## config.mk

```make
export PLATFORM = sky130hd
export DESIGN_NAME = asg_regs
export DESIGN_NICKNAME = d
export VERILOG_FILES = /design/src/rtl/asg_pkg.sv /design/src/rtl/asg_regs.sv
export VERILOG_INCLUDE_DIRS = /design/src /design/src/rtl
export SDC_FILE = /design/constraint.sdc
export NUM_CORES = 1
export LEC_CHECK = 0
export BUFFER_PORTS_ARGS = -buffer_cell sky130_fd_sc_hd__buf_2
export CELL_PAD_IN_SITES_DETAIL_PLACEMENT = 1
export CELL_PAD_IN_SITES_GLOBAL_PLACEMENT = 1
export CORE_MARGIN = 2
export CORE_UTILIZATION = 39
export CTS_CLUSTER_SIZE = 10
export DETAILED_ROUTE_END_ITERATION = 6
export PLACE_DENSITY_LB_ADDON = 0.1
export SYNTH_ARGS = -nofsm -noshare
export SYNTH_HDL_FRONTEND = slang
export SYNTH_SLANG_ARGS = --single-unit
```

## constraint.sdc

```tcl
create_clock -name bus -period 2.68 [get_ports bus]
set_clock_uncertainty 0.15 [all_clocks]
set_input_delay 0 -clock bus [delete_from_list [all_inputs] [get_ports bus]]
set_output_delay 0 -clock bus [all_outputs]
set_load 0.1 [all_outputs]
```

## src/rtl/asg_cfg.svh

```systemverilog
//////////////////////////////////////////////////////////////////////
// arbitrary signal generator configuration
// widths and fixed-point constants shared by the RTL and testbench
//////////////////////////////////////////////////////////////////////

`ifndef ASG_CFG_SVH
`define ASG_CFG_SVH

// read pointer fixed point
`define ASG_CWM 10                    // integer bits, also table address width
`define ASG_CWF 16                    // fraction bits
`define ASG_CW  (`ASG_CWM + `ASG_CWF) // full pointer width

// sample path
`define ASG_DW  14  // signed sample width
`define ASG_MW  16  // gain width
`define ASG_GF  14  // gain fraction bits, 1<<14 is unity

// control
`define ASG_EW  6   // external trigger lines
`define ASG_BNW 16  // burst repetition counter
`define ASG_AW  13  // apb address, bit 12 selects the table window

`endif

```

## src/rtl/asg_pkg.sv

```systemverilog
//////////////////////////////////////////////////////////////////////
// arbitrary signal generator types
// event pulses, pointer FSM states and the sample word
//////////////////////////////////////////////////////////////////////

`include "asg_cfg.svh"

package asg_pkg;

  // signed DAC sample
  typedef logic signed [`ASG_DW-1:0] sample_t;

  // single cycle control events, bit order matches the control register
  typedef struct packed {
    logic trg;     // trigger, armed -> run
    logic stp;     // stop
    logic str;     // start, idle -> armed
    logic sw_rst;  // software reset of the generator
  } evn_t;

  // read pointer FSM
  typedef enum logic [1:0] {
    IDLE  = 2'd0,
    ARMED = 2'd1,
    RUN   = 2'd2
  } ptr_state_t;

endpackage : asg_pkg

```

## src/rtl/asg_regs.sv

```systemverilog
//////////////////////////////////////////////////////////////////////
// generator register block
// APB slave with configuration, event masks, interrupts and the
// table write window
//////////////////////////////////////////////////////////////////////

`include "asg_cfg.svh"

module asg_regs (
  input  logic                      bus,
  input  logic                      ctl_rst,
  // apb slave
  input  logic                      psel,
  input  logic                      penable,
  input  logic                      pwrite,
  input  logic [`ASG_AW-1:0]        paddr,
  input  logic [32-1:0]             pwdata,
  output logic [32-1:0]             prdata,
  output logic                      pready,
  output logic                      pslverr,
  // events and pointer status
  input  logic [`ASG_EW-1:0]        trig_ext,
  output asg_pkg::evn_t             evn,
  input  asg_pkg::ptr_state_t       state,
  input  logic                      evn_per,
  input  logic                      evn_lst,
  input  logic [`ASG_BNW-1:0]       bnm_done,
  output logic                      irq,
  // table write
  output logic                      tbl_we,
  output logic [`ASG_CWM-1:0]       tbl_waddr,
  output asg_pkg::sample_t          tbl_wdata,
  // configuration
  output logic [`ASG_CW-1:0]        cfg_siz,
  output logic [`ASG_CW-1:0]        cfg_off,
  output logic [`ASG_CW-1:0]        cfg_ste,
  output logic                      cfg_ben,
  output logic                      cfg_inf,
  output logic [`ASG_CWM-1:0]       cfg_bdl,
  output logic [`ASG_BNW-1:0]       cfg_bnm,
  output logic signed [`ASG_MW-1:0] cfg_mul,
  output asg_pkg::sample_t          cfg_sum,
  output logic                      cfg_ena
);
  import asg_pkg::*;

  logic                acc;      // access phase
  logic                wr;       // register write
  logic [12-1:0]       adr;      // register offset
  evn_t                ctl;      // software pulses from 0x00
  logic [`ASG_EW-1:0]  msk_str;
  logic [`ASG_EW-1:0]  msk_stp;
  logic [`ASG_EW-1:0]  msk_trg;
  logic [`ASG_EW-1:0]  trg_d;    // previous trigger lines
  logic [`ASG_EW-1:0]  trg_edg;  // rising edges
  logic [4-1:0]        irq_ena;
  logic [4-1:0]        irq_sts;
  logic [4-1:0]        irq_set;
  logic                sts_per;  // sticky wrap seen

  //////////////////////////////////////////////////////////////////////
  // bus side
  //////////////////////////////////////////////////////////////////////

  assign acc     = psel & penable;
  assign pready  = acc;   // no wait states
  assign pslverr = 1'b0;
  assign adr     = paddr[12-1:0];
  assign wr      = acc & pwrite & ~paddr[12];

  // table window, word index in 11:2
  assign tbl_we    = acc & pwrite & paddr[12];
  assign tbl_waddr = paddr[`ASG_CWM+1:2];
  assign tbl_wdata = pwdata[`ASG_DW-1:0];

  always_ff @(posedge bus) begin
    if (ctl_rst) begin
      irq_ena <= '0;
      msk_str <= '0;
      msk_stp <= '0;
      msk_trg <= '0;
      cfg_siz <= '0;
      cfg_off <= '0;
      cfg_ste <= '0;
      cfg_ben <= 1'b0;
      cfg_inf <= 1'b0;
      cfg_bdl <= '0;
      cfg_bnm <= '0;
      cfg_mul <= '0;
      cfg_sum <= '0;
      cfg_ena <= 1'b0;
    end else if (wr) begin
      case (adr)
        'h08: irq_ena <= pwdata[4-1:0];
        'h10: msk_str <= pwdata[`ASG_EW-1:0];
        'h14: msk_stp <= pwdata[`ASG_EW-1:0];
        'h18: msk_trg <= pwdata[`ASG_EW-1:0];
        'h20: cfg_siz <= pwdata[`ASG_CW-1:0];
        'h24: cfg_off <= pwdata[`ASG_CW-1:0];
        'h28: cfg_ste <= pwdata[`ASG_CW-1:0];
        'h30: begin
          cfg_ben <= pwdata[0];
          cfg_inf <= pwdata[1];
        end
        'h34: cfg_bdl <= pwdata[`ASG_CWM-1:0];
        'h3c: cfg_bnm <= pwdata[`ASG_BNW-1:0];
        'h50: cfg_mul <= pwdata[`ASG_MW-1:0];
        'h54: cfg_sum <= pwdata[`ASG_DW-1:0];
        'h58: cfg_ena <= pwdata[0];
        default: ;
      endcase
    end
  end

  // read mux, table reads give zero
  always_comb begin
    prdata = '0;
    if (!paddr[12]) begin
      case (adr)
        'h00: begin
          prdata[1:0] = state;
          prdata[4]   = sts_per;
        end
        'h08: prdata[4-1:0]        = irq_ena;
        'h0c: prdata[4-1:0]        = irq_sts;
        'h10: prdata[`ASG_EW-1:0]  = msk_str;
        'h14: prdata[`ASG_EW-1:0]  = msk_stp;
        'h18: prdata[`ASG_EW-1:0]  = msk_trg;
        'h20: prdata[`ASG_CW-1:0]  = cfg_siz;
        'h24: prdata[`ASG_CW-1:0]  = cfg_off;
        'h28: prdata[`ASG_CW-1:0]  = cfg_ste;
        'h30: prdata[1:0]          = {cfg_inf, cfg_ben};
        'h34: prdata[`ASG_CWM-1:0] = cfg_bdl;
        'h3c: prdata[`ASG_BNW-1:0] = cfg_bnm;
        'h44: prdata[`ASG_BNW-1:0] = bnm_done;
        'h50: prdata[`ASG_MW-1:0]  = cfg_mul;
        'h54: prdata[`ASG_DW-1:0]  = cfg_sum;
        'h58: prdata[0]            = cfg_ena;
        default: ;
      endcase
    end
  end

  //////////////////////////////////////////////////////////////////////
  // events and interrupts
  //////////////////////////////////////////////////////////////////////

  assign ctl     = (wr && adr == 'h00) ? evn_t'(pwdata[4-1:0]) : '0;
  assign trg_edg = trig_ext & ~trg_d;
  assign irq_set = {evn_lst, evn.trg, evn.stp, evn.str};

  always_ff @(posedge bus) begin
    if (ctl_rst) begin
      trg_d <= '0;
      evn   <= '0;
    end else begin
      trg_d      <= trig_ext;
      evn.sw_rst <= ctl.sw_rst;                      // software only
      evn.str    <= ctl.str | (|(trg_edg & msk_str));
      evn.stp    <= ctl.stp | (|(trg_edg & msk_stp));
      evn.trg    <= ctl.trg | (|(trg_edg & msk_trg));
    end
  end

  always_ff @(posedge bus) begin
    if (ctl_rst) begin
      irq_sts <= '0;
      sts_per <= 1'b0;
      irq     <= 1'b0;
    end else begin
      if (evn.sw_rst) begin
        irq_sts <= '0;
        sts_per <= 1'b0;
      end else begin
        if (wr && adr == 'h0c)
          irq_sts <= (irq_sts & ~pwdata[4-1:0]) | irq_set;  // w1c, new events win
        else
          irq_sts <= irq_sts | irq_set;
        sts_per <= sts_per | evn_per;
      end
      irq <= |(irq_sts & irq_ena);  // one cycle behind status
    end
  end

  // setup phase holds its address and direction into the access phase
  a_apb_stable: assert property (@(posedge bus) disable iff (ctl_rst)
    psel && !penable |=> penable && $stable(pwrite) && $stable(paddr));

endmodule : asg_regs

```

=== Word level (Yosys, flattened, before mapping) ===
Index checks and enable logic that the tools add are counted.

* Flip-flop bits (word level): 175
* Input port bits: 76
* Output and inout bits: 201
* Logic and storage cells: 91

* Equal/unequal tests: 15
* Multiplexer cells: 12
* Bitwise operators: 20
* Reductions and logical operators: 22

{| class="wikitable"
|+ Operators by type and width
! cell !! number
|-
| 12-bit by 6-bit equality test with 1-bit output, second input constant || 6
|-
| 12-bit by 7-bit equality test with 1-bit output, second input constant || 4
|-
| 12-bit by 5-bit equality test with 1-bit output, second input constant || 3
|-
| 4-bit one-hot mux with 8 select lines || 1
|-
| 10-bit one-hot mux with 3 select lines || 1
|-
| 4-bit one-hot mux with 7 select lines || 1
|-
| 26-bit two-way mux || 1
|-
| 2-bit one-hot mux with 13 select lines || 1
|-
| 2-bit AND reduction || 13
|-
| 6-bit bitwise AND || 4
|-
| 12-bit by 4-bit equality test with 1-bit output, second input constant || 2
|-
| 6-bit OR reduction || 3
|-
| 1-bit one-hot mux with 16 select lines || 1
|-
| 1-bit one-hot mux with 15 select lines || 1
|-
| 12-bit logical NOT || 1
|-
| 1-bit one-hot mux with 12 select lines || 1
|-
| 2-bit one-hot mux with 6 select lines || 1
|-
| 1-bit one-hot mux with 11 select lines || 1
|-
| 4-bit bitwise AND || 2
|-
| 4-bit two-way mux || 2
|-
| 4-bit bitwise OR || 2
|-
| 6-bit inverter || 1
|-
| 1-bit bitwise AND || 4
|-
| 4-bit inverter || 1
|-
| other kinds (5) || 11
|}

=== Logic depth before layout (Yosys ltp) ===
* Depth after elaboration: 6
* Depth in mapped cells: 8
* Mapped depth without buffers: 5

=== Least setup slack after synthesis ===
Ideal clock, no wire load.

* Kind: reg-to-output
* Start point: register cfg_sum[1]
* End point: output prdata[1]
* Data arrival time: 3.845 ns
* Slack: -1.315 ns
* Stages on the path, launching flop included: 4
* Path through: dfxtp_1 -> a221oi_1 -> or3_1 -> a311oi_1

* Word-level cells in the longest chain between the ends: 2

{| class="wikitable"
|+ RTL lines
! element !! RTL line !! source
|-
| start: declaration || asg_regs.sv:42 || <nowiki>output asg_pkg::sample_t cfg_sum,</nowiki>
|-
| start signal: assignment || asg_regs.sv:108 || <nowiki>'h54: cfg_sum <= pwdata[`ASG_DW-1:0];</nowiki>
|-
| 1-bit one-hot mux with 15 select lines || asg_regs.sv:119 || <nowiki>case (adr)</nowiki>
|-
| 26-bit two-way mux || asg_regs.sv:118 || <nowiki>if (!paddr[12]) begin</nowiki>
|-
| end: declaration || asg_regs.sv:18 || <nowiki>output logic [32-1:0] prdata,</nowiki>
|}

No other way between the ends.

=== Final worst setup path ===
* Start point: input paddr[9]
* End point: register cfg_siz[21]

* Word-level cells in the longest chain between the ends: 2

{| class="wikitable"
|+ RTL lines
! element !! RTL line !! source
|-
| start: declaration || asg_regs.sv:16 || <nowiki>input logic [`ASG_AW-1:0] paddr,</nowiki>
|-
| 12-bit by 6-bit equality test with 1-bit output || asg_regs.sv:93 || <nowiki>case (adr)</nowiki>
|-
| 2-bit AND reduction (no source line) || - ||
|-
| end signal: assignment || asg_regs.sv:98 || <nowiki>'h20: cfg_siz <= pwdata[`ASG_CW-1:0];</nowiki>
|-
| end: declaration || asg_regs.sv:34 || <nowiki>output logic [`ASG_CW-1:0] cfg_siz,</nowiki>
|}

No other way between the ends.
A chain may end at the register's enable or synchronous reset.

==> impl_metrics.csv <==
group,metric,value,unit
timing,worst_pin_slew,751,ps
placed_design,place_congestion,0.926,
yosys,ys_ff_latch,175,
yosys,synth_top_area_cell,"dfxtp_1",
cells_and_area,nets,1410,
worst_setup_path,r2r.worst_path.cells,3,
placed_design,placed_area,10400,um2
route,first_iter_violations,709,
cts,cts_tree,"built",
grt,grt-ovfl-total,0,
die,pin_count,277,
yosys,syn_area_per_cell,7.86,um2
worst_setup_path,crit_arrival,2740,ps
worst_setup_path,critPathMostFrequentCell,"buf_4",
route,drc,0,
placed_design,post-place-ws,263,ps
cells_and_area,drive_above_1_share,30.1,%
cts,cts.path.max_buffers,2,
die,dieArea,22500,um2
yosys,yosysTopAreaCellShare,42.2,%
die,core,21000,um2
pwr,p_leak,4.59,nW
timing,slew_headroom,49.8,%
route,routed_wl,36.7,mm
die,initial_core_util,39.6,%
worst_setup_path,crit_fanout,14,
placed_design,portBuffers,263,
route,post_drt_via_cell_ratio,5.74,
yosys,yosys_warnings,0,
yosys,synth_edf_count,0,
worst_setup_path,crit_path_end_kind,"flip-flop",
route,ant_nets,0,
cts,cts.sinks,175,
grt,grt_pass1_wl,55.0,mm
route,wire_per_inst,22.6,um
worst_setup_path,critPathBufInv,4,
worst_setup_path,r2r_slack,1330,ps
pwr,irDropWorstVdd,0.388,mV
yosys,yosys.cell_count.top_type,"nand2_1",
timing,fin_tns_setup,0,ps
route,via_count,9311,
worst_setup_path,slowest_stage,"or4_1",
worst_setup_path,worstPathCellList,"buf_2 > or4_1 > nor3_4 > buf_4 > and2_1 > buf_4 > nand2_1 > a21oi_1 > dlygate4sd3_1",
timing,fin_crit_sh,93.7,%
cells_and_area,design_area,11300,um2
route,drt_pass1_iterations,5,
cts,path_clk_slew,70,ps
cts,ctsHoldBuffers,42,
yosys,syn_inst,1055,
worst_setup_path,crit_type,"input pin to flip-flop",
worst_setup_path,worst-path-stages,9,
cts,htreeDepth,4,
die,fp.dieW,150,um
yosys,synth_commonest_cells,"nand2_1 (297), dfxtp_1 (175), a21oi_1 (166)",
grt,grt_usage,32.3,%
placed_design,dpl.hpwl,26.0,mm
hold_path,hp-class,"input pin to flip-flop",
yosys,synth_area,8300,um2
yosys,async_flop_share,0,%
die,die_height,150,um
yosys,synth.distinct_cells,63,
job,cap_violations,0,
grt,antenna_found_initial,0,
yosys,yosysSeqAreaShare,42.2,%
grt,grt_max_degree,58,
cts,post_cts_buffers,0,
cts,cts_made_buffers,17,
cells_and_area,diodes,0,
timing,whs,160,ps
grt,grt_pass1_vias,9212,
worst_setup_path,critPathTopFamily,"simple AND/OR/NAND/NOR gates",
run_status,outcome,"complete, no violations",
timing,final_max_slew_viol_count,0,
cts,cts_root_buf,"clkbuf_16",
worst_setup_path,required,2910,ps
timing,period_needed,2510,ps
timing,rsz0062_at_grt,"false",
timing,setup_ws,168,ps
timing,hold_viol_final,0,
timing,max_freq,0.398,GHz
timing,setup_viol_count_final,0,
hold_path,holdPathStages,3,
worst_setup_path,slowest_delay,820,ps
worst_setup_path,startpoint_type,"input pin",
cells_and_area,area_growth,36.6,%
cts,clk_latency,430,ps
die,row_count,53,
pwr,pwr_density_cell,494,nW/um2
cts,cts-resized-gates,0,
yosys,synthTopCellsByArea,"dfxtp_1 (42%), nand2_1 (13%), a21oi_1 (10%)",
yosys,synth_ff_type,"dfxtp_1",
-- metrics by stage --
stage / power [mW] / cells / utilization [%]
5_1_grt: 5.75 / 1622 / 54.1
4_1_cts: 5.62 / 1622 / 54.1
6_report: 5.60 / 1622 / 54.1
3_3_place_gp: 3.19 / 1548 / 49.4
3_5_place_dp: 3.19 / 1548 / 49.4
2_1_floorplan: 3.04 / 1061 / -
-- sequential cells by signal, indices dropped and copies added (netlist names), 10 cells and up --
signal   cells
cfg_sum     14
cfg_ste     26
cfg_mul     16
cfg_siz     26
cfg_bnm     16
cfg_off     26
cfg_bdl     10
-- path summary, 6_finish.rpt --
check / startpoint / end
hold reg to reg: evn[2]$_SDFF_PP0_ / irq_sts[1]$_SDFF_PP0_
hold / removal: evn_per / sts_per$_SDFF_PP0_
setup reg to reg: cfg_siz[19]$_SDFFE_PP0P_ / cfg_siz[19]$_SDFFE_PP0P_
setup / recovery: paddr[9] / cfg_siz[21]$_SDFFE_PP0P_
-- cell families after synthesis --
family | Yosys count | synth area share [%]
buf+inv | 111 | 7.33
compound gates | 274 | 20.0
xor+xnor | 1 | 0.106
mux | 41 | 5.05
flops | 175 | 42.2
other cells | 1 | 0.0452
simple gates | 452 | 25.3
-- layer usage --
layer | share of wire [%] | track usage (%) | wire length [um] | up-vias
met5 | 0 | 0 | 0 | -
met4 | 2.4 | 10.7 | 864 | 0
met3 | 8.9 | 6.80 | 3260 | 59
met2 | 48 | 54.0 | 17600 | 462
met1 | 41 | 41.4 | 15000 | 4588
li1 | - | - | - | 4202
-- report_power, final --
part | total, mW | switching, mW | leakage [nW] | internal [mW]
logic | 0.574 | 0.431 | 2.91 | 0.142
clock network | 2.41 | 1.16 | 0.270 | 1.26
registers | 2.61 | 0.00350 | 1.41 | 2.61
total | 5.60 | 1.59 | 4.59 | 4.00
-- placed cells by master (no fill, tap or decap), drive strengths merged, types with 3 or more instances in the layout --
cell and count:
buf 321, nand2 298, dfxtp 175, a21oi 166, nor2 50, dlygate4sd3 42
a22oi 41, mux2i 34, nand3 33, clkbuf 19, nor2b 16, a222oi 12
nor3 11, o22ai 9, o21ai 9, mux2 7, conb 7, a31oi 7
inv 7, a221oi 5, o21a 5, clkinv 5, nor4b 5, and3 4
nor3b 4, a22o 4, and3b 4, a21boi 4, and2 4, nor4 4
a32oi 3, nand4 3, clkinvlp 3
-- worst register-to-register path: stages, from the launching register on --
cell and delay, ps:
dfxtp_1 360, nand2_1 60, a21oi_1 150, dlygate4sd3_1 580
-- area by class of cell --
type                            count  area [um2]
Fill cell                        2596        9630
Multi-Input combinational cell    775        4330
Sequential cell                   175        3500
Timing Repair Buffer              363        2590
Clock buffer                       19         453
Tap cell                          275         344
Clock inverter                     13         104
Inverter                            2        7.51
Note: power is estimated with default switching activity, not from simulation.
