File: src/rtl/asg_cfg.svh
//////////////////////////////////////////////////////////////////////
// arbitrary signal generator configuration
// widths and fixed-point constants shared by the RTL and testbench
//////////////////////////////////////////////////////////////////////

`ifndef ASG_CFG_SVH
`define ASG_CFG_SVH

// read pointer fixed point
`define ASG_CWM 10                    // integer bits, also table address width
`define ASG_CWF 16                    // fraction bits
`define ASG_CW  (`ASG_CWM + `ASG_CWF) // full pointer width

// sample path
`define ASG_DW  14  // signed sample width
`define ASG_MW  16  // gain width
`define ASG_GF  14  // gain fraction bits, 1<<14 is unity

// control
`define ASG_EW  6   // external trigger lines
`define ASG_BNW 16  // burst repetition counter
`define ASG_AW  13  // apb address, bit 12 selects the table window

`endif

File: src/rtl/asg_pkg.sv
//////////////////////////////////////////////////////////////////////
// arbitrary signal generator types
// event pulses, pointer FSM states and the sample word
//////////////////////////////////////////////////////////////////////

`include "asg_cfg.svh"

package asg_pkg;

  // signed DAC sample
  typedef logic signed [`ASG_DW-1:0] sample_t;

  // single cycle control events, bit order matches the control register
  typedef struct packed {
    logic trg;     // trigger, armed -> run
    logic stp;     // stop
    logic str;     // start, idle -> armed
    logic sw_rst;  // software reset of the generator
  } evn_t;

  // read pointer FSM
  typedef enum logic [1:0] {
    IDLE  = 2'd0,
    ARMED = 2'd1,
    RUN   = 2'd2
  } ptr_state_t;

endpackage : asg_pkg

File: src/rtl/asg_ptr.sv
//////////////////////////////////////////////////////////////////////
// table read pointer
// fixed-point accumulator, idle/armed/run FSM and burst counters
//////////////////////////////////////////////////////////////////////

`include "asg_cfg.svh"

module asg_ptr (
  input  logic                  bus,
  input  logic                  ctl_rst,
  input  asg_pkg::evn_t         evn,
  // configuration
  input  logic [`ASG_CW-1:0]    cfg_siz,
  input  logic [`ASG_CW-1:0]    cfg_off,
  input  logic [`ASG_CW-1:0]    cfg_ste,
  input  logic                  cfg_ben,
  input  logic                  cfg_inf,
  input  logic [`ASG_CWM-1:0]   cfg_bdl,
  input  logic [`ASG_BNW-1:0]   cfg_bnm,
  // table read
  output logic                  rd_en,
  output logic [`ASG_CWM-1:0]   rd_addr,
  // status
  output asg_pkg::ptr_state_t   state,
  output logic                  evn_per,
  output logic                  evn_lst,
  output logic [`ASG_BNW-1:0]   bnm_done
);
  import asg_pkg::*;

  logic [`ASG_CW-1:0]   ptr;
  logic [`ASG_CW:0]     ptr_sum;  // extra carry bit
  logic [`ASG_CW:0]     ptr_wrp;
  logic                 wrap;
  logic [`ASG_CWM-1:0]  bln_cnt;  // samples in current burst
  logic                 bst_end;  // last sample of a burst
  logic                 bst_lst;  // last sample of the last burst

  assign rd_en   = (state == RUN);
  assign rd_addr = ptr[`ASG_CW-1:`ASG_CWF];  // integer part

  assign ptr_sum = ptr + cfg_ste;
  assign wrap    = ptr_sum >= {1'b0, cfg_siz};
  assign ptr_wrp = ptr_sum - {1'b0, cfg_siz};

  assign bst_end = cfg_ben && (bln_cnt == cfg_bdl - 1'b1);
  assign bst_lst = bst_end && !cfg_inf && (bnm_done + 1'b1 == cfg_bnm);

  always_ff @(posedge bus) begin
    if (ctl_rst) begin
      state    <= IDLE;
      ptr      <= '0;
      bln_cnt  <= '0;
      bnm_done <= '0;
      evn_per  <= 1'b0;
      evn_lst  <= 1'b0;
    end else begin
      evn_per <= 1'b0;
      evn_lst <= 1'b0;
      if (evn.sw_rst || evn.stp) begin
        state <= IDLE;
        if (evn.sw_rst)
          bnm_done <= '0;
      end else begin
        case (state)
          IDLE: begin
            if (evn.str)
              state <= ARMED;
          end
          ARMED: begin
            if (evn.trg) begin
              state    <= RUN;
              ptr      <= cfg_off;  // phase
              bln_cnt  <= '0;
              bnm_done <= '0;
            end
          end
          RUN: begin
            if (bst_end) begin
              ptr      <= cfg_off;  // next burst restarts at the phase
              bln_cnt  <= '0;
              bnm_done <= bnm_done + 1'b1;
              if (bst_lst) begin
                state   <= IDLE;
                evn_lst <= 1'b1;
              end
            end else begin
              bln_cnt <= bln_cnt + 1'b1;
              if (wrap) begin
                ptr     <= ptr_wrp[`ASG_CW-1:0];
                evn_per <= 1'b1;
              end else begin
                ptr <= ptr_sum[`ASG_CW-1:0];
              end
            end
          end
          default: state <= IDLE;
        endcase
      end
    end
  end

  // pointer integer part stays inside the table size while running
  a_ptr_range: assert property (@(posedge bus) disable iff (ctl_rst)
    state == RUN |-> {rd_addr, {`ASG_CWF{1'b0}}} < cfg_siz);

endmodule : asg_ptr

File: config.mk
export PLATFORM = sky130hd
export DESIGN_NAME = asg_ptr
export DESIGN_NICKNAME = d
export VERILOG_FILES = /design/src/rtl/asg_pkg.sv /design/src/rtl/asg_ptr.sv
export VERILOG_INCLUDE_DIRS = /design/src /design/src/rtl
export SDC_FILE = /design/constraint.sdc
export NUM_CORES = 1
export LEC_CHECK = 0
export BUFFER_PORTS_ARGS = -buffer_cell sky130_fd_sc_hd__buf_2
export CAP_MARGIN = 20
export CORE_MARGIN = 2
export CORE_UTILIZATION = 56
export DETAILED_ROUTE_END_ITERATION = 7
export GPL_TIMING_DRIVEN = 0
export PLACE_DENSITY = 0.79
export SLEW_MARGIN = 20
export SYNTH_ARGS = -nofsm -noshare
export SYNTH_HDL_FRONTEND = slang
export SYNTH_SLANG_ARGS = --single-unit
File: constraint.sdc
create_clock -name bus -period 5.19 [get_ports bus]
set_input_delay 0.2595 -clock bus [delete_from_list [all_inputs] [get_ports bus]]
set_output_delay 0.2595 -clock bus [all_outputs]
set_load 0.005 [all_outputs]
# ---- After elaboration in Yosys (flattened, before gate mapping)
# Index checks and enable logic that the tools add are counted.
# Widths: inputs -> output; s select.
dict set report totals {
  regBits 56
  inputBits 112
  output_inout_bits 31
  wordCells 59
}
dict set report classes {
  addsub 5
  n_lt_le_gt_ge 1
  eq_ne 11
  n_mux 19
  bitwise 3
  reduce_logical 14
}
# operator n
set ops {}
lappend ops {{$mux 26} 3}
lappend ops {{$mux 16} 4}
lappend ops {{$pmux 26 s2} 1}
lappend ops {{$pmux 16 s2} 1}
lappend ops {{$add 26x26->27} 1}
lappend ops {{$ge 27x26->1} 1}
lappend ops {{$sub 26x26->26} 1}
lappend ops {{$mux 10} 2}
lappend ops {{$pmux 10 s2} 1}
lappend ops {{$add 16x1->16 const B} 1}
lappend ops {{$eq 16x16->1} 1}
lappend ops {{$add 10x1->10 const B} 1}
lappend ops {{$eq 10x10->1} 1}
lappend ops {{$sub 10x1->10 const B} 1}
lappend ops {{$mux 2} 4}
lappend ops {{$reduce_and 4->1} 2}
lappend ops {{$reduce_or 4->1} 2}
lappend ops {{$ne 2x2->1 const B} 3}
lappend ops {{$pmux 2 s3} 1}
lappend ops {{$ne 2x1->1 const B} 2}
lappend ops {{$logic_and 1x1->1} 3}
lappend ops {{$ne 3x1->1 const B} 1}
lappend ops {{$ne 3x3->1 const B} 1}
lappend ops {{$not 1->1} 3}
lappend ops {{10 further kinds} 11}

# ---- Longest topological paths before layout
# Gate-level depths: netlist of run 1.
dict set report logic_depth {
  word_depth 8
  depth_mapped 23
  depth_no_buf 21
}

# ---- Worst setup path after synthesis of run 1
# No wires, ideal clock.
dict set report synth_timing {
  path_type {reg2reg}
  startpoint {reg ptr[0]}
  endpoint {reg ptr[23]}
  setup_ps 131
  arrival_ps 4414
  required_ps 5059
  slack_ps 646
  path_stages_with_launch 23
  path_buffers 2
  period_less_slack_ps 4544
  path_cell_list {dfxtp_1 > ha_1 > inv_1 > fa_1 > nor2b_1 > o31ai_1 > a21oi_1 > a21oi_1 > o21a_1 > o21ai_0 > xnor2_1 > ha_1 > a21o_1 > and3_1 > or3_1 > nand2_1 > a21oi_1 > nand2b_1 > a221oi_1 > buf_2 > buf_2 > mux2i_1 > o22ai_1}
}
dict set report synth_between {
  elab_chain_len 5
  elab_cells_between_ends 6
}
# item line_no
set synth_rtl {}
lappend synth_rtl {{from (decl)} asg_ptr.sv:31} ;# logic [`ASG_CW-1:0] ptr;
lappend synth_rtl {{from (signal assigned)} asg_ptr.sv:73} ;# ptr <= cfg_off;
lappend synth_rtl {{from (signal assigned)} asg_ptr.sv:80} ;# ptr <= cfg_off;
lappend synth_rtl {{from (signal assigned)} asg_ptr.sv:90} ;# ptr <= ptr_wrp[`ASG_CW-1:0];
lappend synth_rtl {{$add 26x26->27 *} asg_ptr.sv:42} ;# assign ptr_sum = ptr + cfg_ste;
lappend synth_rtl {{$sub 26x26->26 / $ge 27x26->1 (equally long branches)} {asg_ptr.sv:44, asg_ptr.sv:43}}
lappend synth_rtl {{$mux 26 *} asg_ptr.sv:89} ;# if (wrap) begin
lappend synth_rtl {{$mux 26 *} asg_ptr.sv:79} ;# if (bst_end) begin
lappend synth_rtl {{$pmux 26 s2 *} asg_ptr.sv:65} ;# case (state)
# Every way passes the cells marked *; elsewhere a longest branch is shown, timed or not.
# A chain may end at the register's enable or synchronous reset.

# ---- Worst setup path in the final report of run 1
dict set report layout_timing {
  startpoint {reg ptr[3]}
  endpoint {reg ptr[22]}
}
# Same word-level chain as after synthesis.

==> impl_metrics.csv, run 1 <==
group,metric,value,unit
die,fp.dieW,109.6,um
grt,grt_pass1_wl,27360,um
placement,port_buffers,140,
sta,clock.fmax,203.6,MHz
sta,tns,0,ns
sta,hold_slack,0.1442,ns
synth,synth_compound_area_share,26.96,%
synth,ys_types,60,
route,vias,6700,
cts,h-tree-depth,2,
cells_and_area,area_growth,16.86,%
cts,holdBufCountCts,0,
route,drt_iter0_markers,560,
grt,antenna_found_initial,0,
sta,worst_slew_pin_slew,0.7120,ns
synth,syn_inst,838,
die,start_util,57.63,%
cts,clock_sinks,56,
cells_and_area,antenna-diode-count,0,
synth,yosys_warnings,0,
cells_and_area,fin_cells,1128,
synth,synth_top_family_by_area,"compound AO/OA/AOI/OAI gates",
sta,fin_crit_sh,94.62,%
pwr,power,1.156,mW
synth,synth_mux_area_share,2.083,%
die,io_pins,143,
cells_and_area,layout-drive-gt1-share,19.13,%
synth,yosys_most_used_dff,"dfxtp_1",
route,drc,0,
sta,slew_headroom,51.30,%
worst_setup_path,start_kind,"flop",
grt,grt_pass1_vias,5938,
die,rows,38,
hold_path,hold_path_class,"in2reg",
grt,overflow,0,
synth,ys_seq_area_share,17.95,%
sta,maxSlewViolCount,0,
cells_and_area,final_common_cell,"buf_2",
synth,synthArstFlopShare,0,%
die,core_area,0.01084,mm^2
cts,ctsLongestPathBuffers,2,
synth,syn_nets,1011,
cells_and_area,mostFrequentLayoutCells,"buf_2 (143), nor2_1 (74), a21oi_1 (64)",
cts,cts-buffers-inserted,5,
synth,synth_edf_count,0,
route,drt_wl_total,17710,um
worst_setup_path,path_max_fanout,5,
grt,grt_use_total,28.39,%
die,dieArea,0.01202,mm^2
worst_setup_path,critical_path.top_delay_family,"compound AO/OA/AOI/OAI gates",
worst_setup_path,cp_slowest_cell,"o41a_1",
cts,insertion_delay,0.34,ns
synth,syn_area_per_cell,7.455,um^2
sta,clock_skew,0.01066,ns
sta,setup_viol,0,
worst_setup_path,critPathRequiredTime,5.44,ns
status,status,"finished clean",
synth,synthSimpleGateAreaFrac,22.87,%
cts,clkSlewWorstSetupHoldPaths,0.12,ns
synth,synth_seq_cells,56,
worst_setup_path,arrival,5.16,ns
synth,synth_adder_area_share,12.46,%
placement,place.gp.congestion,0.9045,
sta,rsz0062_at_grt,"yes",
worst_setup_path,crit_top_cell,"nand4_1",
pwr,p_leak,3.285,nW
sta,hold_viol_final,0,
worst_setup_path,crit_buf_inv,1,
pwr,ir_worst_vdd,123.0,uV
cells_and_area,n_fill_cell,1019,
route,wl_per_cell,15.70,um
worst_setup_path,slowest_delay,0.47,ns
route,viasPerCell,5.940,
pwr,p_per_area,158.3,mW/mm^2
worst_setup_path,worst_setup_path_end_kind,"flop",
job,maxCapViolCount,0,
worst_setup_path,path_class,"reg2reg",
sta,fin_crit,4.911,ns
worst_setup_path,path_cells,"ha_1 > o21ai_0 > o21ai_1 > a31oi_2 > o31a_1 > o41a_1 > o211ai_1 > nor3b_4 > nor4_2 > xnor2_1 > ha_1 > nand4_1 > nor4_1 > nand4_1 > nand4_1 > a221oi_2 > buf_2 > or4_1 > mux2i_1 > nor2_1",
route,drt_pre_antenna_iters,6,
route,postRouteAntennaNets,0,
cts,cts-root-buf,"clkbuf_8",
placement,hpwl,13810,um
synth,synth_xor_area_share,11.50,%
grt,grt_start_max_net_pins,18,
synth,synth_area,0.006247,mm^2
cts,tritoncts,"done",
placement,dpl.cell_count,1118,
cells_and_area,nets,1160,
die,die_y,109.6,um
-- Yosys cell counts, drive strengths merged (6+ instances only) --
library cell | instances | share of area (%)
nor3 | 23 | 2.3
mux2i | 13 | 2.1
and4 | 8 | 1.1
o21ai | 60 | 4.8
a21o | 18 | 2.2
o31a | 8 | 1.1
nor2 | 74 | 4.4
inv | 54 | 3.2
clkbuf | 23 | 1.4
or2 | 6 | 0.60
o21bai | 6 | 0.72
nand2b | 10 | 1.0
a22oi | 14 | 1.7
xnor2 | 57 | 8.0
nand3b | 10 | 1.2
o21a | 12 | 1.4
dfxtp | 56 | 18
a21oi | 65 | 5.2
nand3 | 19 | 1.5
and3 | 15 | 1.5
buf | 15 | 1.6
nand4 | 20 | 2.0
nor2b | 12 | 1.2
nand2 | 53 | 3.2
a31oi | 11 | 1.1
xor2 | 25 | 3.5
a211oi | 12 | 1.4
or3 | 7 | 0.70
ha | 59 | 12
o31ai | 14 | 1.9
-- metal layers --
layer / wire, um / global-route usage, %
met5: 0 / 0
met3: 1163 / 3.557
met4: 317 / 6.691
met1: 7946 / 37.17
met2: 8283 / 49.56
-- final cells by class --
class	instances	area [um^2]	area share, %
Sequential cell	56	1121	15.36
Multi-Input combinational cell	690	4801	65.76
Clock inverter	2	16.27	0.2228
Tap cell	140	175.2	2.399
Timing Repair Buffer	142	713.2	9.769
Clock buffer	6	72.57	0.9940
Inverter	54	202.7	2.776
Buffer	38	198.9	2.725
-- report_power, final --
part,leakage (nW),switching (mW),total (mW),internal (mW)
Combinational,2.79,0.251,0.448,0.196
Sequential,0.451,0.00190,0.434,0.432
Clock,0.0414,0.177,0.274,0.0971
Total,3.28,0.430,1.16,0.725
-- kinds of logic after synthesis --
family	count (synthesis)
adder cells (fa/ha/maj)	61
flip-flops	56
multiplexers	13
XOR/XNOR	82
AND/OR/NAND/NOR	275
AO/OA/AOI/OAI	259
buffers and inverters	92
-- per-stage QoR --
step	utilization, %	setup WS (ns)	area, um^2
after floorplan	-	0.6456	6247
after global placement	65.71	-0.2896	7123
after detailed placement	65.71	-0.3316	7123
after CTS	66.67	0.002373	7227
after global routing	67.35	-0.1145	7301
final	67.35	0.2794	7301
-- state kept, by name, summed over array words and instances, names as in the netlist --
name      count
bnm_done     16
evn_per       1
ptr          26
evn_lst       1
state         2
bln_cnt      10
-- timing repair --
action / in CTS / in global routing
buffers inserted: 0 / 1
gates resized for setup: 5 / 21
cloned: 0 / 1
endpoints found under the hold margin: 0 / 0
pin swaps: 0 / 1
setup endpoints to repair: 22 / 27
-- worst paths after layout --
check               from  endpoint  slack (ns)  cells after the start
max               ptr[3]   ptr[22]        0.28                     20
min          cfg_off[14]   ptr[14]        0.14                      3
max reg2reg       ptr[3]   ptr[22]        0.28                     20
min reg2reg      ptr[10]   ptr[10]        0.50                      2
-- worst reg2reg max path: cells and delay by family (launching register included) --
kind            cells  cell delay, ns
buf+inv             1            0.20
compound gates      7            1.77
simple gates        8            1.51
fa+ha+maj           2            0.72
xor+xnor            1            0.13
mux                 1            0.17
flops               1            0.33
Power figures use the tool's default switching activity.
==> inputs of run 2 (changes only) <==
CORE_MARGIN = not set   (was 2)
==> run 2 against run 1 <==
  * Sequential share of layout area fell by 0.055 points
  * Clock power rose by 2%
  * Routed wire length fell by 0.91%
  * Critical path type unchanged
  * Highest routed layer unchanged
==> impl_metrics.csv, run 2 (synthesis results as in run 1) <==
group,metric,value,unit
die,die_y,107.6,um
placement,hpwl,13620,um
route,postRouteAntennaNets,0,
route,wl_met3,1088,um
sta,fin_crit,4.949,ns
worst_setup_path,path_max_fanout,10,
pwr,p_per_area,159.0,mW/mm^2
cells_and_area,mostFrequentLayoutCells,"buf_2 (141), nor2_1 (74), a21oi_1 (63)",
cells_and_area,fin_area,0.007327,mm^2
route,vias,6716,
pwr,ir_worst_vdd,118.2,uV
cells_and_area,area_growth,17.28,%
grt,overflow,0,
sta,hold_viol_final,0,
route,drt_wl_total,17550,um
route,wl_met2,8373,um
worst_setup_path,arrival,5.17,ns
cells_and_area,nets,1162,
sta,setup_viol,0,
die,dieArea,0.01158,mm^2
pwr,p_leak,3.304,nW
placement,port_buffers,140,
cts,cts-root-buf,"clkbuf_8",
pwr,power,1.165,mW
worst_setup_path,critPathRequiredTime,5.41,ns
die,fp.dieW,107.6,um
cells_and_area,antenna-diode-count,0,
sta,clock_skew,0.01372,ns
cells_and_area,largest_reg_flops,26,
route,wl_per_cell,15.53,um
die,rows,38,
grt,grt_pass1_wl,27970,um
cts,holdBufCountCts,0,
cells_and_area,layout-drive-gt1-share,19.49,%
placement,place_ws,-0.3291,ns
cells_and_area,final_common_cell,"buf_2",
placement,place.gp.congestion,0.9124,
route,viasPerCell,5.943,
route,drc,0,
route,drt_pre_antenna_iters,7,
grt,grt_pass1_vias,6015,
grt,grt_start_max_net_pins,19,
route,met1Wirelength,7797,um
placement,place_area,0.007123,mm^2
sta,clock.fmax,202.1,MHz
sta,layout_setup_ws,0.2413,ns
cts,tritoncts,"done",
worst_setup_path,worst_setup_path_end_kind,"flop",
route,drt_iter0_markers,547,
cts,clock_sinks,56,
grt,antenna_found_initial,0,
cells_and_area,fin_util,67.59,%
sta,worst_slew_pin_slew,0.7348,ns
cts,insertion_delay,0.34,ns
worst_setup_path,start_kind,"flop",
job,maxCapViolCount,0,
cells_and_area,top_register,"ptr",
die,start_util,57.63,%
status,status,"finished clean",
cts,clkSlewWorstSetupHoldPaths,0.13,ns
sta,fin_crit_sh,95.35,%
sta,slew_headroom,49.75,%
grt,grt_use_total,30.11,%
cts,ctsLongestPathBuffers,2,
sta,maxSlewViolCount,0,
cts,h-tree-depth,2,
cells_and_area,top_regs,"ptr: 26 flops, bnm_done: 16 flops, bln_cnt: 10 flops",
die,core_area,0.01084,mm^2
route,topRoutingLayerUsed,"met4",
hold_path,hold_path_class,"in2reg",
die,io_pins,143,
worst_setup_path,path_class,"reg2reg",
cts,cts-buffers-inserted,5,
==> run 2: worst max-delay path, stage by stage (launching register included) <==
cell and delay (ns):
dfxtp_1 0.35, ha_1 0.20, inv_1 0.07, fa_1 0.41
nor2b_2 0.16, o31ai_2 0.11, a21oi_2 0.20, a21oi_2 0.10
o21a_1 0.27, o21ai_1 0.17, xnor2_1 0.15, ha_1 0.31
a21o_1 0.22, and3_1 0.19, or2_2 0.30, nor2_1 0.18
a21oi_1 0.11, nand2b_1 0.19, a221oi_2 0.35, buf_4 0.23
buf_6 0.19, mux2i_2 0.26, o21ai_0 0.10
==> run 2: what timing repair did <==
item                       in CTS  in global routing
pin swaps                       0                  6
setup buffers                   0                  3
resized for setup               6                 19
cloned                          0                  1
setup endpoints to repair      21                 27
==> run 2: path summary, 6_finish.rpt <==
check | start | to | slack (ns) | cells past startpoint
worst min-delay path | cfg_off[3] | ptr[3] | 0.15 | 3
worst max-delay path | ptr[0] | ptr[19] | 0.24 | 22
worst max register to register | ptr[0] | ptr[19] | 0.24 | 22
worst min register to register | ptr[0] | ptr[0] | 0.50 | 2
==> run 2: stage by stage <==
stage,setup TNS (ns),hold WS (ns),std cells
global placement,-4.011,0.4671,1118
detailed placement,-4.543,0.4739,1118
global route,-0.09199,0.1566,1130
CTS,0,0.1473,1126
finish,0,0.1461,1130
floorplan,0,0.4033,838
==> run 2: layout make-up <==
class	instances	area, um^2
plain buffers	38	201.4
clock buffers	5	68.82
clock inverters	3	22.52
fillers	1015	3513
inverters	54	202.7
multi-input cells	690	4801
flip-flops and latches	56	1121
well taps	140	175.2
repair buffers	144	734.5
==> run 2: layer usage <==
metal / GRT usage, % / up-vias
li1: - / 3364
met1: 38.98 / 3072
met2: 52.01 / 248
met3: 4.237 / 32
met4: 7.926 / 0
met5: 0 / -
==> run 2: report_power, final <==
group / switching, mW / leakage [nW] / internal, mW
logic: 0.254 / 2.80 / 0.199
clock network: 0.181 / 0.0485 / 0.0979
registers: 0.00190 / 0.451 / 0.432
