$ cat src/rtl/asg_cfg.svh
//////////////////////////////////////////////////////////////////////
// arbitrary signal generator configuration
// widths and fixed-point constants shared by the RTL and testbench
//////////////////////////////////////////////////////////////////////

`ifndef ASG_CFG_SVH
`define ASG_CFG_SVH

// read pointer fixed point
`define ASG_CWM 10                    // integer bits, also table address width
`define ASG_CWF 16                    // fraction bits
`define ASG_CW  (`ASG_CWM + `ASG_CWF) // full pointer width

// sample path
`define ASG_DW  14  // signed sample width
`define ASG_MW  16  // gain width
`define ASG_GF  14  // gain fraction bits, 1<<14 is unity

// control
`define ASG_EW  6   // external trigger lines
`define ASG_BNW 16  // burst repetition counter
`define ASG_AW  13  // apb address, bit 12 selects the table window

`endif

$ cat src/rtl/asg_pkg.sv
//////////////////////////////////////////////////////////////////////
// arbitrary signal generator types
// event pulses, pointer FSM states and the sample word
//////////////////////////////////////////////////////////////////////

`include "asg_cfg.svh"

package asg_pkg;

  // signed DAC sample
  typedef logic signed [`ASG_DW-1:0] sample_t;

  // single cycle control events, bit order matches the control register
  typedef struct packed {
    logic trg;     // trigger, armed -> run
    logic stp;     // stop
    logic str;     // start, idle -> armed
    logic sw_rst;  // software reset of the generator
  } evn_t;

  // read pointer FSM
  typedef enum logic [1:0] {
    IDLE  = 2'd0,
    ARMED = 2'd1,
    RUN   = 2'd2
  } ptr_state_t;

endpackage : asg_pkg

$ cat src/rtl/asg_lin.sv
//////////////////////////////////////////////////////////////////////
// linear output stage
// gain, offset, saturation and output enable on the table samples
//////////////////////////////////////////////////////////////////////

`include "asg_cfg.svh"

module asg_lin (
  input  logic                       bus,
  input  logic                       ctl_rst,
  input  asg_pkg::sample_t           din,
  input  logic                       din_vld,  // pointer rd_en, one cycle early
  input  logic signed [`ASG_MW-1:0]  cfg_mul,
  input  asg_pkg::sample_t           cfg_sum,
  input  logic                       cfg_ena,
  output asg_pkg::sample_t           dout,
  output logic                       dout_vld
);
  import asg_pkg::*;

  localparam int PW   = `ASG_DW + `ASG_MW;
  localparam int SMAX = 2**(`ASG_DW-1) - 1;
  localparam int SMIN = -(2**(`ASG_DW-1));

  logic              vld_d;  // aligned with din
  logic signed [PW-1:0] mul;
  logic signed [PW-1:0] sft;
  logic signed [PW:0]   sum;
  sample_t           sat;

  assign mul = din * cfg_mul;
  assign sft = mul >>> `ASG_GF;  // drop gain fraction
  assign sum = sft + cfg_sum;

  // clip to the signed sample range
  always_comb begin
    if (sum > SMAX)
      sat = {1'b0, {(`ASG_DW-1){1'b1}}};
    else if (sum < SMIN)
      sat = {1'b1, {(`ASG_DW-1){1'b0}}};
    else
      sat = sum[`ASG_DW-1:0];
  end

  always_ff @(posedge bus) begin
    if (ctl_rst) begin
      vld_d    <= 1'b0;
      dout_vld <= 1'b0;
    end else begin
      vld_d    <= din_vld;  // table read latency
      dout_vld <= vld_d;
    end
  end

  always_ff @(posedge bus) begin
    dout <= cfg_ena ? sat : '0;  // disabled output is zero, valid still runs
  end

  // unity gain and zero offset pass the table sample through unchanged
  a_lin_unity: assert property (@(posedge bus) disable iff (ctl_rst)
    vld_d && cfg_ena && cfg_mul == (1 << `ASG_GF) && cfg_sum == 0
    |=> dout == $past(din));

endmodule : asg_lin

$ cat config.mk
export PLATFORM = sky130hd
export DESIGN_NAME = asg_lin
export DESIGN_NICKNAME = d
export VERILOG_FILES = /design/src/rtl/asg_pkg.sv /design/src/rtl/asg_lin.sv
export VERILOG_INCLUDE_DIRS = /design/src /design/src/rtl
export SDC_FILE = /design/constraint.sdc
export NUM_CORES = 1
export LEC_CHECK = 0
export ABC_CLOCK_PERIOD_IN_PS = 9640
export BUFFER_PORTS_ARGS = -buffer_cell sky130_fd_sc_hd__buf_2
export CAP_MARGIN = 10
export CORE_MARGIN = 2
export CORE_UTILIZATION = 35
export CTS_CLUSTER_SIZE = 40
export DETAILED_ROUTE_END_ITERATION = 10
export GPL_ROUTABILITY_DRIVEN = 0
export GPL_TIMING_DRIVEN = 0
export SLEW_MARGIN = 20
export SYNTH_ARGS = -nofsm -noshare
export SYNTH_HDL_FRONTEND = slang
export SYNTH_SLANG_ARGS = --single-unit
$ cat constraint.sdc
create_clock -name bus -period 9.64 [get_ports bus]
set_input_delay 0.964 -clock bus [delete_from_list [all_inputs] [get_ports bus]]
set_output_delay 0.964 -clock bus [all_outputs]
set_load 0.005 [all_outputs]
### Word level (Yosys, flattened, before mapping)

Index checks and enable logic that the tools add are counted.

* output and inout bits: 15
* logic and storage cells: 12
* input port bits: 48
* register bits after elaboration: 16

* multiply operators: 1
* $lt $le $gt $ge: 2
* add/subtract/negate cells: 1
* muxes and demuxes: 2
* reduce and logical (&&, ||, !) cells: 1
* bitwise logic cells: 1

Operators by type and width (count)
* multiplier 14 x 16 -> 30 bit: 1
* adder 16 x 14 -> 17 bit: 1
* > comparator 17 x 14 -> 1 bit (second input constant): 1
* < comparator 17 x 14 -> 1 bit (second input constant): 1
* two-way mux 14 bit: 1
* two-way mux 13 bit: 1
* OR reduction 2 bit: 1
* NOT 1 bit: 1

### Logic depth before layout (Yosys ltp)

Gate-level depths: netlist (run 1).

* depth after elaboration: 5
* depth in mapped cells: 32
* depth with buffers taken out: 30

### Worst setup path before layout (run 1)

No wires, ideal clock.

* path kind: input -> register
* start point: in cfg_mul[15]
* end point: reg dout[7]
* arrival time: 7.967 ns
* library setup time: 0.117 ns
* path buffers: 2
* required time: 9.523 ns
* path slack: 1.556 ns
* cell stages on the path: 31
* path through: clkbuf_1 -> nand2_1 -> fa_1 -> inv_1 -> fa_1 -> inv_1 -> fa_1 -> inv_1 -> fa_1 -> fa_1 -> inv_1 -> fa_1 -> inv_1 -> ha_1 -> o21a_1 -> nor2_1 -> a211oi_1 -> or3_1 -> o21ai_1 -> o21bai_1 -> xor2_1 -> ha_1 -> a21oi_1 -> nor2b_1 -> a41oi_1 -> o311ai_4 -> a211oi_1 -> a21oi_1 -> o211ai_2 -> buf_6 -> o21ai_2

* longest elaborated chain between the ends: 5
* elaborated cells between the ends (all ways): 6
* those cells by class: add/sub: 1; mul: 1; order compare: 2; mux: 2

Ends and longest elaborated chain
* start, declared: line asg_lin.sv:13 `` input logic signed [`ASG_MW-1:0] cfg_mul, ``
* multiplier 14 x 16 -> 30 bit (*): line asg_lin.sv:31 `assign mul = din * cfg_mul;`
* adder 16 x 14 -> 17 bit (*): line asg_lin.sv:33 `assign sum = sft + cfg_sum;`
* < comparator 17 x 14 -> 1 bit: line asg_lin.sv:39 `else if (sum < SMIN)`
* two-way mux 14 bit: line asg_lin.sv:39
* two-way mux 13 bit (*): line asg_lin.sv:37 `if (sum > SMAX)`
* end signal, assigned: line asg_lin.sv:56 `dout <= cfg_ena ? sat : '0;`
* end, declared: line asg_lin.sv:16 `output asg_pkg::sample_t dout,`

Every way passes the cells marked *; elsewhere a longest branch is shown, timed or not.
A chain may end at the register's enable or synchronous reset.

### Worst setup path after layout (run 1)

* start point: in din[2]
* end point: reg dout[1]

* longest elaborated chain between the ends: 5
* elaborated cells between the ends (all ways): 6
* those cells by class: add/sub: 1; mul: 1; order compare: 2; mux: 2

Ends and longest elaborated chain
* start, declared: line asg_lin.sv:11 `input asg_pkg::sample_t din,`
* multiplier 14 x 16 -> 30 bit (*): line asg_lin.sv:31
* adder 16 x 14 -> 17 bit (*): line asg_lin.sv:33
* < comparator 17 x 14 -> 1 bit: line asg_lin.sv:39
* two-way mux 14 bit: line asg_lin.sv:39
* two-way mux 13 bit (*): line asg_lin.sv:37

Marked as above.

==> results of run 1 <==
## registers in the layout, summed over array words and instances (netlist names)
register and flops:
dout 14, vld_d 1, dout_vld 1
## cell families after synthesis
| group | synth area share, % |
|---|---|
| adders and majority gates | 58.6 |
| xor gates and xnor gates | 3.67 |
| DFF | 3.44 |
| AOI/OAI and AO/OA | 7.57 |
| and+or+nand+nor | 15.3 |
| muxes | 0.107 |
| buffers and inverters | 11.3 |
## per-stage QoR
stage               hold WS, ns  cells  area, um2  utilization, %  setup WS [ns]
global placement          0.421   1404      10000            38.5          0.527
floorplan                 0.414   1007       9320               -           1.56
CTS                       0.443   1407      10100            38.7          0.736
detailed placement        0.436   1404      10000            38.5          0.512
global route              0.450   1407      10100            38.7          0.123
finish                    0.438   1407      10100            38.7          0.736
## per-layer routing
metal	vias to the layer above	track usage, %
met5	-	0
met4	0	3.55
met3	22	2.43
met2	127	27.2
met1	3404	20.9
li1	3133	-
## cell type report
| type | count | area (um2) | share of cell area [%] |
|---|---|---|---|
| Buffer | 32 | 135 | 1.33 |
| Multi-Input combinational cell | 714 | 7940 | 78.5 |
| Timing Repair Buffer | 62 | 310 | 3.07 |
| Sequential cell | 16 | 320 | 3.16 |
| Clock buffer | 3 | 75.1 | 0.742 |
| Tap cell | 335 | 419 | 4.14 |
| Inverter | 245 | 920 | 9.08 |
## final timing paths
kind,slack [ns],endpoint
setup / recovery,0.74,dout[1]
hold / removal,0.44,dout_vld
setup reg to reg,9.14,dout_vld
hold reg to reg,0.44,dout_vld
## critical path, delay by kind of cell
kind | cells | cell delay, ns
simple gates | 4 | 0.84
buf+inv | 8 | 1.19
compound gates | 11 | 1.94
fa+ha+maj | 8 | 3.93
xor+xnor | 1 | 0.15
## placed cells by master, fill, tap and decap left out, types with 4 or more instances in the layout
cell      instances
nor3_1            4
xor2_1           13
dfxtp_1          16
and2_1          123
a21oi_2           4
nand2b_1          5
clkbuf_1         30
inv_1           245
and3_1            4
o21ai_2          11
o21ai_0           8
a21oi_1          23
xnor2_1          26
a21o_1            7
nand2_1          96
nand3_1           4
nor2b_1           6
a211oi_1          5
o21ai_1          11
fa_1            219
buf_2            62
nor2_1           23
ha_1             86
==> results.toml, run 1 <==
[outcome]
outcome = "finished, violations left"
violations = "design-rule violations"

[critical_path]
required_ns = 9.77
crit_top_cell = "fa_1"
r2r-start = "vld_d"
cp_slowest_cell = "fa_1"
max_stage_delay_ns = 0.74
cp_max_fo = 10
end_kind = "register"
crit_arrival_ns = 9.04
critPathKind = "primary input to register"
reg2regPathDepth = 1
critPathLaunchType = "primary input"
cp-startpoint = "din[2]"

[final_layout]
area_growth_pct = 8.63
layout-drive-gt1-share_pct = 8.58
nFillCells = 2702
nets = 1427
n_antenna_cell = 0

[floorplan]
die_h_um = 167
die_w_um = 167
start_util_pct = 35.7
die_area_um2 = 27900
core_area_um2 = 26100
placementRows = 59
io_pins = 63

[place]
io_buffers = 62
place.detailed.hpwl_mm = 19.1

[clocking]
clkSlewWorstSetupHoldPaths_ns = 0.05
cts_inserted_buffers = 3
clock_sinks = 16
post_cts_buffers = 0
cts.hold.buffers_added = 0
ctsResizeCount = 0
htreeDepth = 1
insertion_delay_ns = 0.24
clock_path_buffers = 2
clock-root-buffer = "clkbuf_16"
cts_tree = "built"

[detailed_routing]
first_iter_violations = 301
wl_per_cell_um = 14.9
wl_met2_mm = 10.6
firstDrtPassIters = 8
postRouteAntennaNets = 0
drt-total-wl_mm = 21.0
detail_route.wirelength.met1_mm = 8.85
drcViolationCount = 1
wl_met3_mm = 1.05
maxUsedRoutingLayer = "met4"
via_per_inst = 4.75
vias = 6686

[yosys]
synthArstFlopShare_pct = 0
yosysTopAreaCellShare_pct = 47.0
syn_avg_cell_area_um2 = 9.25
synth_ff_type = "dfxtp_1"
synth_area_um2 = 9320
syn_nets = 1360
ys_top_cells_by_count = "inv_1, fa_1, and2_1"
yosysMostFrequentCell = "inv_1"
synth_edf_count = 0
syn_inst = 1007
synth-seq-cells = 16
synth.distinct_cells = 46
ys_warn_count = 0
yosysSeqAreaShare_pct = 3.44
synth_top_area_cell = "fa_1"
synth.area.top_cells = "fa_1, ha_1, inv_1, and2_1, nand2_1"

[global_route]
grt_max_degree = 11
grt_util_all_layers_pct = 15.7
antenna_found_initial = 1
grt_pass1_vias = 7156
grt_overflow = 0
grt_pass1_wl_mm = 35.2

[sta]
worst_slew_pin_slew_ns = 0.871
finalHoldViolations = 0
rsz0062_at_grt = "no"
maxSlewHeadroom_pct = 41.6
post-route-min-period_ns = 8.90
fin_crit_sh_pct = 92.4
fmaxAchievable_mhz = 112
skew_ns = 0.00130
setup_viol_count_final = 0
slew_violations = 0
setup_tns_ns = 0

[min_path]
holdPathStages = 1
hold_start = "vld_d"
min_path_type = "register to register"

[job]
cap_violations = 0
Power of run 1 is not shown: default switching activity piles up to over one toggle a cycle in this logic, so the estimate is an artifact.
==> inputs of run 2 (changes only) <==
--- a/config.mk
+++ b/config.mk
@@ -15,6 +15,7 @@
 export DETAILED_ROUTE_END_ITERATION = 10
 export GPL_ROUTABILITY_DRIVEN = 0
 export GPL_TIMING_DRIVEN = 0
+export RECOVER_POWER = 50
 export SLEW_MARGIN = 20
 export SYNTH_ARGS = -nofsm -noshare
 export SYNTH_HDL_FRONTEND = slang
==> run 2 against run 1 <==
Effect of this change:
- the flow still finishes with violations (design-rule violations)
- critical path depth unchanged
- critical endpoint unchanged
- count of clock-buffer cells in the layout unchanged
- core utilization about the same
- die area did not move
- fmax did not move
==> results.toml, run 2 (same netlist as run 1, synthesis figures left out) <==
[outcome]
outcome = "finished, violations left"
violations = "design-rule violations"

[sta]
slew_violations = 0
worst_slew_pin_slew_ns = 0.871
setup_viol_count_final = 0
setup_tns_ns = 0
post-route-min-period_ns = 8.90
fmaxAchievable_mhz = 112
finalHoldViolations = 0
fin_crit_sh_pct = 92.4
skew_ns = 0.00131
rsz0062_at_grt = "no"
maxSlewHeadroom_pct = 41.6

[final_layout]
largest_reg_flops = 14
nets = 1427
regMostFlops = "dout"
area_growth_pct = 8.61
top_regs = "dout: 14 flops, dout_vld: 1 flops, vld_d: 1 flops"
n_antenna_cell = 0
most-common-layout-cells = "inv_1, fa_1, and2_1"
final_common_cell = "inv_1"
layout-drive-gt1-share_pct = 8.40

[floorplan]
start_util_pct = 35.7
placementRows = 59
io_pins = 63
die_w_um = 167
die_area_um2 = 27900
die_h_um = 167
core_area_um2 = 26100

[clocking]
clock_path_buffers = 2
htreeDepth = 1
cts_inserted_buffers = 3
clkSlewWorstSetupHoldPaths_ns = 0.05
cts_tree = "built"
clock-root-buffer = "clkbuf_16"
ctsResizeCount = 0
insertion_delay_ns = 0.24
clock_sinks = 16
post_cts_buffers = 0
cts.hold.buffers_added = 0

[critical_path]
cp_slowest_cell = "fa_1"
max_stage_delay_ns = 0.74
cp-startpoint = "din[2]"
end_kind = "register"
required_ns = 9.77
worstReg2RegEnd = "dout_vld"
cp_max_fo = 10
crit_arrival_ns = 9.04
r2r_slack_ns = 9.14
r2r-start = "vld_d"
crit_top_cell = "fa_1"
critPathLaunchType = "primary input"
reg2regPathDepth = 1
critPathKind = "primary input to register"

[global_route]
grt_util_all_layers_pct = 15.7
grt_util_met3_pct = 2.43
grt_pass1_wl_mm = 35.2
grt_overflow = 0
grt_pass1_vias = 7156
met1_usage_pct = 20.9
antenna_found_initial = 1
grt_max_degree = 11
busiest_layer = "met2"
grtUsageMet2_pct = 27.2

[detailed_routing]
firstDrtPassIters = 8
drcViolationCount = 1
postRouteAntennaNets = 0
drt-total-wl_mm = 21.0
wl_per_cell_um = 14.9
vias = 6686
first_iter_violations = 297
via_per_inst = 4.75

[min_path]
min_to = "dout_vld"
min_path_type = "register to register"
hold_start = "vld_d"
holdPathStages = 1

[place]
io_buffers = 62
place.detailed.hpwl_mm = 19.1

[job]
cap_violations = 0
-- run 2: cell count changes in the layout (fill, tap and decap cells not counted), sizes merged --
| cell | before | now |
|---|---|---|
| buf | 64 | 62 |
| clkbuf | 33 | 35 |
-- run 2: worst max path at each step --
| stage | endpoint | slack, ns | cells after the start |
|---|---|---|---|
| after floorplan | dout[7] | 1.56 | 31 |
| after global placement | dout[12] | 0.53 | 32 |
| after detailed placement | dout[1] | 0.51 | 32 |
| after CTS | dout[1] | 0.74 | 32 |
| after global routing | dout[7] | 0.12 | 32 |
| final | dout[1] | 0.74 | 32 |
-- run 2: critical path, delay by kind of cell --
family / cells / cell delay (ns)
adders and majority gates: 8 / 3.93
AOI/OAI and AO/OA: 11 / 1.94
buffers and inverters: 8 / 1.19
and+or+nand+nor: 4 / 0.84
xor gates and xnor gates: 1 / 0.15
-- run 2: per-stage QoR --
step | hold WS (ns) | utilization (%) | cell area (um2) | setup slack, ns | std cells
after floorplan | 0.414 | - | 9320 | 1.56 | 1007
after global placement | 0.421 | 38.5 | 10000 | 0.527 | 1404
after detailed placement | 0.436 | 38.5 | 10000 | 0.512 | 1404
after CTS | 0.443 | 38.7 | 10100 | 0.736 | 1407
after global routing | 0.452 | 38.7 | 10100 | 0.123 | 1407
final | 0.438 | 38.7 | 10100 | 0.736 | 1407
-- run 2: per-layer routing --
metal | vias to the layer above | wire [um]
met4 | 0 | 488
met5 | - | 0
met3 | 22 | 1050
met2 | 127 | 10600
met1 | 3404 | 8850
li1 | 3133 | -
-- run 2: layout make-up --
cell class,count,area [um2]
timing repair buffer,62,308
sequential,16,320
buffer,32,135
fill,2704,16000
multi-input combinational,714,7940
tap,335,419
clock buffer,3,75.1
inverter,245,920
Power of run 2 is left out for the same reason.
==> inputs of run 3 (changes only) <==
--- a/config.mk
+++ b/config.mk
@@ -15,6 +15,7 @@
 export DETAILED_ROUTE_END_ITERATION = 10
 export GPL_ROUTABILITY_DRIVEN = 0
 export GPL_TIMING_DRIVEN = 0
+export MAX_ROUTING_LAYER = met4
 export RECOVER_POWER = 50
 export SLEW_MARGIN = 20
 export SYNTH_ARGS = -nofsm -noshare
==> run 3 against run 2 <==
Effect of this change:
- the run still ends with design-rule violations left
- via count about the same
- clock skew about the same
- global-route usage up 0.46 points
- final area about the same
- non-clock buffer count unchanged
- largest cell class unchanged
- highest routed layer unchanged
==> results.toml, run 3 (same netlist as run 1, synthesis figures left out) <==
[floorplan]
core_area_um2 = 26100
placementRows = 59
die_area_um2 = 27900
die_h_um = 167
die_w_um = 167
io_pins = 63
start_util_pct = 35.7

[detailed_routing]
vias = 6692
firstDrtPassIters = 7
wl_per_cell_um = 14.9
postRouteAntennaNets = 0
drcViolationCount = 2
first_iter_violations = 331
drt-total-wl_mm = 21.0
via_per_inst = 4.75

[sta]
fmaxAchievable_mhz = 112
maxSlewHeadroom_pct = 42.1
fin_ws_ns = 0.728
post-route-min-period_ns = 8.91
finalHoldViolations = 0
slew_violations = 0
rsz0062_at_grt = "no"
setup_tns_ns = 0
setup_viol_count_final = 0
worst_slew_pin_slew_ns = 0.863
skew_ns = 0.00120
whs_ns = 0.438
fin_crit_sh_pct = 92.5

[global_route]
grt_util_met3_pct = 2.36
grt_pass1_wl_mm = 35.2
grt_max_degree = 11
grtUsageMet2_pct = 27.2
busiest_layer = "met2"
grt_pass1_vias = 7157
grt_util_all_layers_pct = 16.2
grt_overflow = 0
met1_usage_pct = 20.9
antenna_found_initial = 1

[clocking]
clkSlewWorstSetupHoldPaths_ns = 0.05
insertion_delay_ns = 0.24
cts_inserted_buffers = 3
clock_sinks = 16
htreeDepth = 1
clock-root-buffer = "clkbuf_16"
cts.hold.buffers_added = 0
cts_tree = "built"
ctsResizeCount = 0
post_cts_buffers = 0
clock_path_buffers = 2

[final_layout]
top_regs = "dout: 14 flops, dout_vld: 1 flops, vld_d: 1 flops"
regMostFlops = "dout"
area_growth_pct = 8.63
most-common-layout-cells = "inv_1, fa_1, and2_1"
nFillCells = 2703
final_common_cell = "inv_1"
largest_reg_flops = 14
nets = 1427
layout-drive-gt1-share_pct = 8.40
utilization_pct = 38.7

[outcome]
outcome = "finished, violations left"
violations = "design-rule violations"

[critical_path]
end_kind = "register"
crit_top_cell = "fa_1"
crit_arrival_ns = 9.04
critPathLaunchType = "primary input"
cp_max_fo = 10
cp_slowest_cell = "fa_1"
critPathKind = "primary input to register"
required_ns = 9.77
max_stage_delay_ns = 0.74

[place]
dp_slack_ns = 0.512
place.detailed.hpwl_mm = 19.1
io_buffers = 62

[min_path]
min_path_type = "register to register"

[job]
cap_violations = 0
## run 3: cell types whose count changed in the layout (fill, tap and decap cells not counted), sizes merged
cell	before	now
diode	0	1
## run 3: critical path: cells and delay by family
kind / cells / cell delay [ns]
xor+xnor: 1 / 0.15
simple gates: 4 / 0.84
compound gates: 11 / 1.94
buf+inv: 8 / 1.19
fa+ha+maj: 8 / 3.93
## run 3: worst paths after layout
path | startpoint | end | slack, ns | depth (start not counted)
hold / removal | vld_d | dout_vld | 0.44 | 1
setup / recovery | din[2] | dout[1] | 0.73 | 32
setup reg to reg | vld_d | dout_vld | 9.14 | 1
hold reg to reg | vld_d | dout_vld | 0.44 | 1
## run 3: metrics by stage
stage	cell area, um2	instances
2_1_floorplan	9320	1007
3_3_place_gp	10000	1404
3_5_place_dp	10000	1404
4_1_cts	10100	1407
5_1_grt	10100	1407
6_report	10100	1408
## run 3: layout make-up
class | instances | area (um2) | share of cell area (%)
multi-input cells | 714 | 7940 | 78.5
well taps | 335 | 419 | 4.14
diodes | 1 | 2.50 | 0.0247
flip-flops and latches | 16 | 320 | 3.16
inverters | 245 | 920 | 9.08
clock buffers | 3 | 75.1 | 0.742
plain buffers | 32 | 135 | 1.33
repair buffers | 62 | 308 | 3.04
## run 3: per-layer routing
| layer | part of all wire [%] | up-vias |
|---|---|---|
| met1 | 42 | 3396 |
| li1 | - | 3137 |
| met4 | 2.4 | 0 |
| met3 | 5.2 | 25 |
| met5 | 0 | - |
| met2 | 50 | 134 |
Power of run 3 is left out for the same reason.
